--- src/source/mem_align_pkg.sv ---
// Shared sizes, access size code and bus structs for the data-memory aligner and its testbench
`default_nettype none

package mem_align_pkg;

    // Address and data geometry
    localparam int addr_width       = 12;  // Byte address
    localparam int data_width       = 32;
    localparam int bytes_per_word   = 4;
    localparam int word_index_width = 10;  // Also log2 of RAM depth
    localparam int offset_width     = addr_width - word_index_width;  // Byte within word

    // Code 3 is an illegal access size
    typedef enum logic [1:0] {
        size_byte = 2'd0,
        size_half = 2'd1,
        size_word = 2'd2
    } access_size_t;

    // CPU load/store request
    typedef struct packed {
        logic [addr_width-1:0] addr;
        logic [data_width-1:0] wdata;  // Right-justified store data
        access_size_t          size;
        logic                  write;  // 1 for store
    } mem_req_t;

    // Response one cycle later
    typedef struct packed {
        logic [data_width-1:0] rdata;  // Zero-extended load data
        logic                  error;
    } mem_resp_t;

    // Write command from aligner to RAM
    typedef struct packed {
        logic [word_index_width-1:0] index;
        logic [data_width-1:0]       wdata;  // Full merged word
        logic                        write;
    } ram_cmd_t;

endpackage

`default_nettype wire

--- src/source/load_store_aligner.sv ---
// Byte-lane aligner with alignment check and forwarding that sits between the CPU and a word RAM
`default_nettype none
`timescale 1ns/1ps

module load_store_aligner (
    input  logic                                      clk,
    input  logic                                      reset,
    input  logic                                      req_valid,  // Single-cycle strobe
    input  mem_align_pkg::mem_req_t                   req,
    output logic                                      resp_valid,
    output mem_align_pkg::mem_resp_t                  resp,
    output logic                                      ram_rd_en,
    output logic [mem_align_pkg::word_index_width-1:0] ram_rd_index,
    output mem_align_pkg::ram_cmd_t                   ram_cmd,
    input  logic [mem_align_pkg::data_width-1:0]      ram_rdata
);

    // Request cycle decode
    logic [mem_align_pkg::bytes_per_word-1:0] req_byte_en;  // Byte enables at offset 0
    logic [mem_align_pkg::offset_width-1:0]   req_offset;
    logic [mem_align_pkg::offset_width-1:0]   size_mask;    // Offset bits that must be zero
    logic                                     size_illegal;
    logic                                     req_error;

    // Response stage
    logic                                         s1_valid;
    logic                                         s1_write;
    logic                                         s1_error;
    logic [mem_align_pkg::word_index_width-1:0]   s1_index;
    logic [mem_align_pkg::offset_width-1:0]       s1_offset;
    logic [mem_align_pkg::bytes_per_word-1:0]     s1_byte_en;
    logic [mem_align_pkg::data_width-1:0]         s1_wdata;

    // Last written word for a read that raced the write
    logic                                         fwd_valid;
    logic [mem_align_pkg::word_index_width-1:0]   fwd_index;
    logic [mem_align_pkg::data_width-1:0]         fwd_word;

    // Response datapath
    logic                                         fwd_hit;
    logic [mem_align_pkg::offset_width+2:0]       shift_bits;  // Offset in bits
    logic [mem_align_pkg::data_width-1:0]         src_word;
    logic [mem_align_pkg::data_width-1:0]         lane_mask;
    logic [mem_align_pkg::data_width-1:0]         load_word;
    logic [mem_align_pkg::data_width-1:0]         shifted_mask;
    logic [mem_align_pkg::data_width-1:0]         shifted_wdata;
    logic [mem_align_pkg::data_width-1:0]         merged_word;
    logic                                         store_commit;

    // Size decode and alignment check
    always_comb
    begin
        req_offset   = req.addr[mem_align_pkg::offset_width-1:0];
        size_illegal = 1'b0;
        case (req.size)
            mem_align_pkg::size_byte:
            begin
                req_byte_en = 4'b0001;
                size_mask   = 2'b00;  // Any offset
            end
            mem_align_pkg::size_half:
            begin
                req_byte_en = 4'b0011;
                size_mask   = 2'b01;
            end
            mem_align_pkg::size_word:
            begin
                req_byte_en = 4'b1111;
                size_mask   = 2'b11;  // Word aligned only
            end
            default:
            begin
                // Code 3 enables no lanes
                req_byte_en  = 4'b0000;
                size_mask    = 2'b00;
                size_illegal = 1'b1;
            end
        endcase
        // Illegal size checked before misalignment
        req_error = size_illegal | (|(req_offset & size_mask));
    end

    // Read issued straight from the request
    assign ram_rd_en    = req_valid;
    assign ram_rd_index = req.addr[mem_align_pkg::addr_width-1:mem_align_pkg::offset_width];

    // Response stage control
    always_ff @(posedge clk)
    begin
        if (!reset)
        begin
            s1_valid <= 1'b0;
        end
        else
        begin
            s1_valid <= req_valid;  // Fixed one-cycle latency
        end
    end

    // Response stage payload captured on the strobe
    always_ff @(posedge clk)
    begin
        if (req_valid)
        begin
            s1_write   <= req.write;
            s1_error   <= req_error;
            s1_index   <= ram_rd_index;
            s1_offset  <= req_offset;
            s1_byte_en <= req_byte_en;
            s1_wdata   <= req.wdata;
        end
    end

    // Lane shifting and merge
    always_comb
    begin
        fwd_hit    = fwd_valid && (fwd_index == s1_index);
        src_word   = fwd_hit ? fwd_word : ram_rdata;  // RAM read saw the old word
        shift_bits = {s1_offset, 3'b000};
        for (int i = 0; i < mem_align_pkg::bytes_per_word; i++)
        begin
            lane_mask[8*i +: 8] = {8{s1_byte_en[i]}};
        end
        load_word     = (src_word >> shift_bits) & lane_mask;  // Down to bit 0 and zero-extended
        shifted_mask  = lane_mask << shift_bits;
        shifted_wdata = (s1_wdata & lane_mask) << shift_bits;
        merged_word   = (src_word & ~shifted_mask) | shifted_wdata;
        store_commit  = s1_valid && s1_write && !s1_error;  // Erroneous store writes nothing
    end

    assign resp_valid = s1_valid;
    assign resp.rdata = (s1_write || s1_error) ? '0 : load_word;  // Stores and errors return 0
    assign resp.error = s1_error;

    // Write back at end of response cycle
    assign ram_cmd.index = s1_index;
    assign ram_cmd.wdata = merged_word;
    assign ram_cmd.write = store_commit;

    // Forwarding flag covers only the edge of the write
    always_ff @(posedge clk)
    begin
        if (!reset)
        begin
            fwd_valid <= 1'b0;
        end
        else
        begin
            fwd_valid <= store_commit;
        end
    end

    always_ff @(posedge clk)
    begin
        if (store_commit)
        begin
            fwd_index <= s1_index;
            fwd_word  <= merged_word;  // Same word the RAM gets
        end
    end

endmodule

`default_nettype wire

--- config.mk ---
export PLATFORM = sky130hd
export DESIGN_NAME = load_store_aligner
export DESIGN_NICKNAME = d
export VERILOG_FILES = /design/src/source/mem_align_pkg.sv /design/src/source/load_store_aligner.sv
export SDC_FILE = /design/constraint.sdc
export NUM_CORES = 1
export LEC_CHECK = 0
export BUFFER_PORTS_ARGS = -buffer_cell sky130_fd_sc_hd__clkbuf_2
export CAP_MARGIN = 10
export CELL_PAD_IN_SITES_DETAIL_PLACEMENT = 0
export CELL_PAD_IN_SITES_GLOBAL_PLACEMENT = 1
export CORE_AREA = 2 2 185 96
export CTS_BUF_LIST = sky130_fd_sc_hd__clkbuf_8
export DETAILED_ROUTE_END_ITERATION = 10
export DIE_AREA = 0 0 187 98
export PLACE_DENSITY = 0.73
export SETUP_SLACK_MARGIN = 0.3
export SLEW_MARGIN = 15
export SYNTH_ARGS = -nofsm -noshare
export SYNTH_HDL_FRONTEND = slang
export SYNTH_SLANG_ARGS = --single-unit
export TNS_END_PERCENT = 10
--- constraint.sdc ---
create_clock -name clk -period 6.5 [get_ports clk]
set_clock_uncertainty 0.1 [all_clocks]
set_input_delay 0.65 -clock clk [delete_from_list [all_inputs] [get_ports clk]]
set_output_delay 0.65 -clock clk [all_outputs]
set_load 0.01 [all_outputs]
; ---- Word level (Yosys, flattened, before mapping)
; Cells that the tools add are included.
[totals]
latch_bits = 0
rom_bits = 0
in_bits = 82
out_inout_bits = 88
ramBits = 0
mem_count = 0
register_bits = 94
[classes]
reduce_logical = 8
multipliers = 0
n_lt_le_gt_ge = 0
eq_ne = 3
n_mux = 5
addsub = 0
shifts = 3
bitwise_logic = 7
n_div = 0
[op_table]
columns = cell, count
row1 = AND 32 bit, 3
row2 = 2-to-1 mux 32 bit, 2
row3 = << shifter 32 x 5 -> 32 bit, 2
row4 = inverter 32 bit, 1
row5 = OR 32 bit, 1
row6 = >> shifter 32 x 5 -> 32 bit, 1
row7 = one-hot mux 4 bit (3 select lines), 1
row8 = == test 10 bit, 1
row9 = one-hot mux 2 bit (2 select lines), 1
row10 = logical AND 1 bit, 3
row11 = OR reduction 3 bit, 1
row12 = AND 2 bit, 1
row13 = "== test 2 x 1 -> 1 bit, second input constant", 1
row14 = "== test 2 bit, second input constant", 1
row15 = logical NOT 2 bit, 1
row16 = OR reduction 2 bit, 1
row17 = logical NOT 1 bit, 1
row18 = logical OR 1 bit, 1
row19 = 2-to-1 mux 1 bit, 1
row20 = OR 1 bit, 1

; ---- Depth between registers and ports, before layout
; Gate-level depths: netlist of the first run.
[depth]
ltp_word = 6
ltp_mapped = 8
ltp_nobuf = 5

; ---- Worst setup path after synthesis of the first run
; Ideal clock, no wire load.
[synth_path]
path_type = flip-flop to output port
start = register s1_error
end = output ram_cmd[0] (netlist bit)
stages_incl_launch_ff = 3
arrival_ps = 2607
slack_ps = 3143
t_required_ps = 5750
n_path_buf = 1
path_cell_list = edfxtp_1 nor2_1 buf_4
[synth_between]
elab_chain_len = 2
[synth_rtl]
columns = element, line_no
row1 = from (decl), load_store_aligner.sv:28  ; logic s1_error;
row2 = from (signal assigned), load_store_aligner.sv:106  ; s1_error <= req_error;
row3 = logical NOT 1 bit, load_store_aligner.sv:128  ; store_commit = s1_valid && s1_write && !s1_error;
row4 = logical AND 1 bit, load_store_aligner.sv:128
row5 = to (decl), load_store_aligner.sv:14  ; output mem_align_pkg::ram_cmd_t ram_cmd,
; Every way passes these cells.

==> results of run 1 <==
registers in the layout, indices dropped and copies added (netlist names):
| register | cells |
|---|---|
| s1_index | 10 |
| fwd_valid | 1 |
| s1_wdata | 32 |
| fwd_word | 32 |
| s1_byte_en | 3 |
| s1_write | 1 |
| s1_error | 1 |
| fwd_index | 10 |
| resp_valid | 1 |
| s1_offset | 2 |
worst reg2reg max path, cell delays in order (launching register included):
cell and delay (ns):
edfxtp_1 0.38, buf_4 0.27, inv_1 0.68, a21oi_1 0.20
nor2_1 0.67, a2bb2o_1 0.40
through the flow:
stage               instance area [um^2]  hold WS (ns)
CTS                                 6290         0.328
detailed placement                  6040         0.388
global placement                    6040         0.376
global route                        6290         0.317
finish                              6300         0.347
floorplan                           5110         0.441
routing by layer:
layer  GRT usage  vias to the layer above  share of wire
met5           0                        -         0.0023
met4      0.0354                        6         0.0098
met3      0.0978                       21           0.12
met2       0.252                      191           0.39
met1       0.270                     1957           0.48
li1            -                     1823              -
logic make-up after synthesis:
group	after synthesis	share of synthesized area
XOR/XNOR	10	0.0172
flip-flops	93	0.543
buffers and inverters	44	0.0537
adder cells (fa/ha/maj)	4	0.00980
AND/OR/NAND/NOR	88	0.0894
AO/OA/AOI/OAI	85	0.130
multiplexers	56	0.157
synthesized netlist by cell type (all sizes together):
| cell type | instances | area (um^2) |
|---|---|---|
| a21boi | 1 | 7.51 |
| a21oi | 8 | 40.0 |
| a221o | 1 | 10.0 |
| a22o | 8 | 70.1 |
| a2bb2o | 1 | 10.0 |
| a2bb2oi | 7 | 61.3 |
| a31oi | 16 | 100 |
| a32o | 1 | 10.0 |
| a32oi | 1 | 8.76 |
| and2 | 11 | 68.8 |
| and3 | 4 | 25.0 |
| and4 | 2 | 17.5 |
| buf | 23 | 195 |
| clkbuf | 16 | 60.1 |
| clkinv | 1 | 3.75 |
| dfxtp | 2 | 40.0 |
| edfxtp | 91 | 2730 |
| ha | 4 | 50.1 |
| inv | 4 | 15.0 |
| mux2 | 15 | 169 |
| mux2i | 25 | 250 |
| mux4 | 16 | 383 |
| nand2 | 23 | 86.3 |
| nand3 | 8 | 45.0 |
| nand4 | 10 | 83.8 |
| nor2 | 27 | 101 |
| nor2b | 1 | 6.26 |
| nor3 | 1 | 16.3 |
| nor4 | 1 | 6.26 |
| o21ai | 1 | 5.00 |
| o221a | 8 | 90.1 |
| o221ai | 16 | 140 |
| o22ai | 8 | 50.1 |
| o31ai | 8 | 60.1 |
| xnor2 | 10 | 87.6 |
placed cells by master (no fill, tap or decap), types with 8 or more instances in the layout:
| cell type | synthesis | final |
|---|---|---|
| and2_1 | 11 | 11 |
| mux2_2 | 15 | 15 |
| o31ai_1 | 8 | 8 |
| a22o_1 | 8 | 8 |
| nor2_1 | 27 | 26 |
| mux2i_1 | 25 | 25 |
| nand2_1 | 23 | 23 |
| o22ai_1 | 8 | 8 |
| xnor2_1 | 10 | 10 |
| mux4_2 | 10 | 10 |
| clkbuf_8 | 0 | 9 |
| a31oi_1 | 16 | 16 |
| clkbuf_2 | 0 | 169 |
| edfxtp_1 | 91 | 91 |
| o221a_2 | 8 | 8 |
| nand4_1 | 8 | 8 |
| o221ai_1 | 16 | 16 |
| a21oi_1 | 8 | 8 |
layout make-up:
type / instances / area, um^2
fill: 1674 / 10600
timing repair buffer: 175 / 891
multi-input combinational: 243 / 2070
antenna: 4 / 10.0
sequential: 93 / 2770
tap: 234 / 293
clock buffer: 9 / 124
inverter: 5 / 18.8
clock inverter: 7 / 123
power groups by stage:
stage               sequential [mW]  combinational, mW  clock [mW]
finish                        0.735              0.277       0.477
global route                  0.740              0.299       0.515
CTS                           0.735              0.275       0.489
detailed placement            0.749              0.274           0
global placement              0.746              0.272           0
floorplan                     0.738              0.151           0
path summary, 6_finish.rpt:
path | from | cells past startpoint | slack [ns] | end
setup / recovery | s1_index[7]$_DFFE_PP_ | 7 | 2.43 | resp[5]
setup reg to reg | s1_offset[0]$_DFFE_PP_ | 5 | 3.53 | fwd_word[15]$_DFFE_PP_
hold / removal | req[4] | 1 | 0.35 | s1_wdata[1]$_DFFE_PP_
hold reg to reg | s1_index[8]$_DFFE_PP_ | 0 | 0.40 | fwd_index[8]$_DFFE_PP_
==> impl_metrics.yaml, run 1 <==
floorplanning:
  die_area_um2: 18300
  floorplan.rows: 34
  core_area_um2: 16900
  initial_core_util: 0.302
  die_width_um: 187
  die_h_um: 98
  num_io_pins: 170
final_layout:
  drive_above_1_share: 0.429
  fin_cells: 770
  design.final.nets: 613
  areaGrowthSynthToFinish_pct: 23.4
  fin_util: 0.373
global_routing:
  grt_pass1_wl_mm: 25.6
  maximum_number_of_pins_on_one_net_before_global_route_repair: 52
  global_route.overflow_total: 0
  grtUsageTotal: 0.189
  first_global_vias: 4039
  number_of_antenna_violations_at_the_first_check_in_global_routing: 6
timing:
  timing.slew.headroom: 0.386
  report.final.setup_viol: 0
  worstMarginPinSlew_ns: 0.921
  final_hold_vios: 0
  fin_setup_tns_ns: 0
  rsz_0062_raised_after_global_routing: "false"
  layout_min_cycle_time_ns: 4.07
  achievable-frequency_ghz: 0.245
  fin_ws_ns: 2.43
  final.period_utilization: 0.627
  maxSlewViolCount: 0
clocking:
  buffers_from_clock_root_to_sink_at_most: 2
  cts.reportedPaths.clkPinSlew_ns: 0.10
  tritoncts.num_buffers: 9
  cts.hold.buffers_added: 0
  cts.sinks: 93
  ctsResizeCount: 0
  clk_latency_ns: 0.37
  h-tree-depth: 3
  clock_tree_from_tritoncts: "done"
  clockRootBuffer: "clkbuf_8"
  postCtsSetupRepairBufs: 0
status:
  status: "finished clean"
synthesis:
  post_synth_inst_count: 380
  synth_sequential_area_ratio: 0.543
  synthDistinctLibCells: 42
  synth_fp_nets: 466
  synth-seq-cells: 93
  synth_area_per_cell_um2: 13.4
  post_synth_design_cell_area_um2: 5110
  synthesis.yosys.warnings: 0
detailed_routing:
  drt.antenna.violating_nets: 0
  drt_pass1_iterations: 5
  routed_wirelength_mm: 17.2
  wl_per_cell_um: 22.4
  dr.first_iter.drc_count: 344
  viasPerCell: 5.19
  route.vias.total: 3998
  drc_viols: 0
critical_path:
  critical_path_class: "reg2out"
  critPathArrivalTime_ns: 3.32
  crit_path_start_kind: "flop"
  crit_path_max_incr_delay_ns: 0.69
  cell_by_cell_trace_of_the_critical_path: "xnor2_1 > nand3_2 > nor3_4 > buf_4 > mux4_1 > o221a_2 > clkbuf_2"
  worstPathBufferInverterCount: 2
  crit_required_ns: 5.75
  cp_slowest_cell: "mux4_1"
  critical-path-top-delay-family: "buffers and inverters"
  worst_setup_path_end_kind: "output pin"
  critPathMaxFanout: 48
flow_run:
  max_cap_viol_count: 0
pwr:
  cellLeakagePower_nw: 2.40
  seq_power_share: 0.494
  pwr-share-clk: 0.320
  peakVddDrop_uv: 129
  netSwitchingFraction: 0.281
  combinationalPowerShare: 0.186
  power.total_mw: 1.49
  pwr_density_cell_nw_per_um2: 236
  power.switching_mw: 0.418
  internal-power_mw: 1.07
placement:
  portBuffers: 169
  dpl.cell_count: 750
  place_congestion: 0.835
  detailedPlace.worstSlack_ns: 2.83
  dp_hpwl_mm: 13.0
min_path:
  min-delay-path-class: "in2reg"
Note: power is estimated with default switching activity, not from simulation.
==> inputs of run 2 (changes only) <==
Settings changed: PLACE_DENSITY 0.73 to 0.76.
Clock period 6.5 ns to 3.5 ns, I/O delays scaled along.
==> impl_metrics.yaml, run 2 (same netlist as run 1, synthesis figures left out) <==
detailed_routing:
  drc_viols: 0
  routed_wirelength_mm: 18.5
  viasPerCell: 5.37
  route.vias.total: 4256
  drt.antenna.violating_nets: 0
  wl_per_cell_um: 23.4
  drt_pass1_iterations: 7
  dr.first_iter.drc_count: 346
placement:
  portBuffers: 169
  place_congestion: 0.893
  detailedPlace.worstSlack_ns: 0.438
  dp_hpwl_mm: 13.6
  dpl_cell_area_um2: 6080
timing:
  report.final.setup_viol: 0
  rsz_0062_raised_after_global_routing: "true"
  timing.slew.headroom: 0.373
  worstMarginPinSlew_ns: 0.935
  layout_min_cycle_time_ns: 3.18
  maxSlewViolCount: 0
  fin_worst_hold_slack_ns: 0.0477
  fin_setup_tns_ns: 0
  achievable-frequency_ghz: 0.315
  final.period_utilization: 0.908
  final_hold_vios: 0
  fin_ws_ns: 0.322
clocking:
  clock_tree_from_tritoncts: "done"
  tritoncts.num_buffers: 9
  cts.reportedPaths.clkPinSlew_ns: 0.10
  clockRootBuffer: "clkbuf_8"
  h-tree-depth: 3
  clk_latency_ns: 0.37
  buffers_from_clock_root_to_sink_at_most: 2
  cts.hold.buffers_added: 0
  cts.sinks: 93
critical_path:
  crit_required_ns: 3.05
  critical_path_class: "reg2out"
  cell_by_cell_trace_of_the_critical_path: "xnor2_2 > nand4_4 > nor3_4 > buf_12 > mux4_1 > o221a_2 > clkbuf_2"
  cp_slowest_cell: "mux4_1"
  crit_path_start_kind: "flop"
  critPathArrivalTime_ns: 2.73
  crit_path_max_incr_delay_ns: 0.59
  critPathMaxFanout: 12
  worst_setup_path_end_kind: "output pin"
flow_run:
  max_cap_viol_count: 0
final_layout:
  final.fill_count: 1659
  final_common_cell: "clkbuf_2"
  final_design_area_no_fill_um2: 6650
  areaGrowthSynthToFinish_pct: 30.2
  drive_above_1_share: 0.477
  most-common-layout-cells: "168 x clkbuf_2, 91 x edfxtp_1, 25 x nor2_1"
  area_taken_by_flip_flops_and_latches_um2: 2770
  multiInputGateArea_um2: 2160
  largestRegisters: "fwd_word (32), s1_wdata (32)"
  design.final.nets: 636
global_routing:
  grtUsageTotal: 0.202
  maximum_number_of_pins_on_one_net_before_global_route_repair: 33
  number_of_antenna_violations_at_the_first_check_in_global_routing: 6
  first_global_vias: 4294
  global_route.overflow_total: 0
  grt_pass1_wl_mm: 27.0
status:
  status: "finished clean"
pwr:
  power.total_mw: 2.81
  peakVddDrop_uv: 256
  pwr_density_cell_nw_per_um2: 423
  cellLeakagePower_nw: 2.60
min_path:
  min-delay-path-class: "in2reg"
floorplanning:
  die_h_um: 98
  die_width_um: 187
  num_io_pins: 170
  floorplan.rows: 34
  core_area_um2: 16900
  initial_core_util: 0.302
  die_area_um2: 18300
-- run 2: final cells by class --
type | count | share of cell area
sequential | 93 | 0.417
clock inverter | 7 | 0.0184
inverter | 5 | 0.00282
tap | 234 | 0.0440
antenna | 4 | 0.00151
clock buffer | 9 | 0.0186
multi-input combinational | 243 | 0.325
timing repair buffer | 198 | 0.172
-- run 2: what timing repair did --
item / in CTS / in global routing
gates cloned: 2 / 1
pin swaps: 8 / 3
buffers inserted: 11 / 5
endpoints found under the setup margin: 28 / 37
gates resized for setup: 12 / 8
-- run 2: worst max-delay path, delay by kind of cell, from the launching register on --
kind | cells | cell delay [ns]
buffers and inverters | 2 | 0.33
xor gates and xnor gates | 1 | 0.25
AOI/OAI and AO/OA | 1 | 0.29
and+or+nand+nor | 2 | 0.44
muxes | 1 | 0.59
DFF | 1 | 0.45
-- run 2: report_power, final --
group	switching, mW	internal, mW
logic	0.325	0.221
clock network	0.412	0.481
registers	0.0582	1.31
total	0.795	2.02
-- run 2: worst paths after layout --
check,start,to,slack [ns],depth (start not counted)
min reg2reg,s1_index[3]$_DFFE_PP_,fwd_index[3]$_DFFE_PP_,0.45,0
max,s1_index[0]$_DFFE_PP_,resp[6],0.32,7
max reg2reg,s1_index[0]$_DFFE_PP_,fwd_word[25]$_DFFE_PP_,1.00,8
min,req[11],s1_wdata[8]$_DFFE_PP_,0.05,1
-- run 2: metal layers --
metal | vias up | wire [um] | GRT usage
met3 | 28 | 2270 | 0.0920
met5 | - | 9 | 0
li1 | 1885 | - | -
met2 | 241 | 7550 | 0.285
met4 | 2 | 332 | 0.0488
met1 | 2100 | 8370 | 0.281
-- run 2: metrics by stage --
step	utilization	instances
after global routing	0.393	789
after floorplan	-	380
final	0.394	793
after CTS	0.389	783
after global placement	0.360	754
after detailed placement	0.360	754
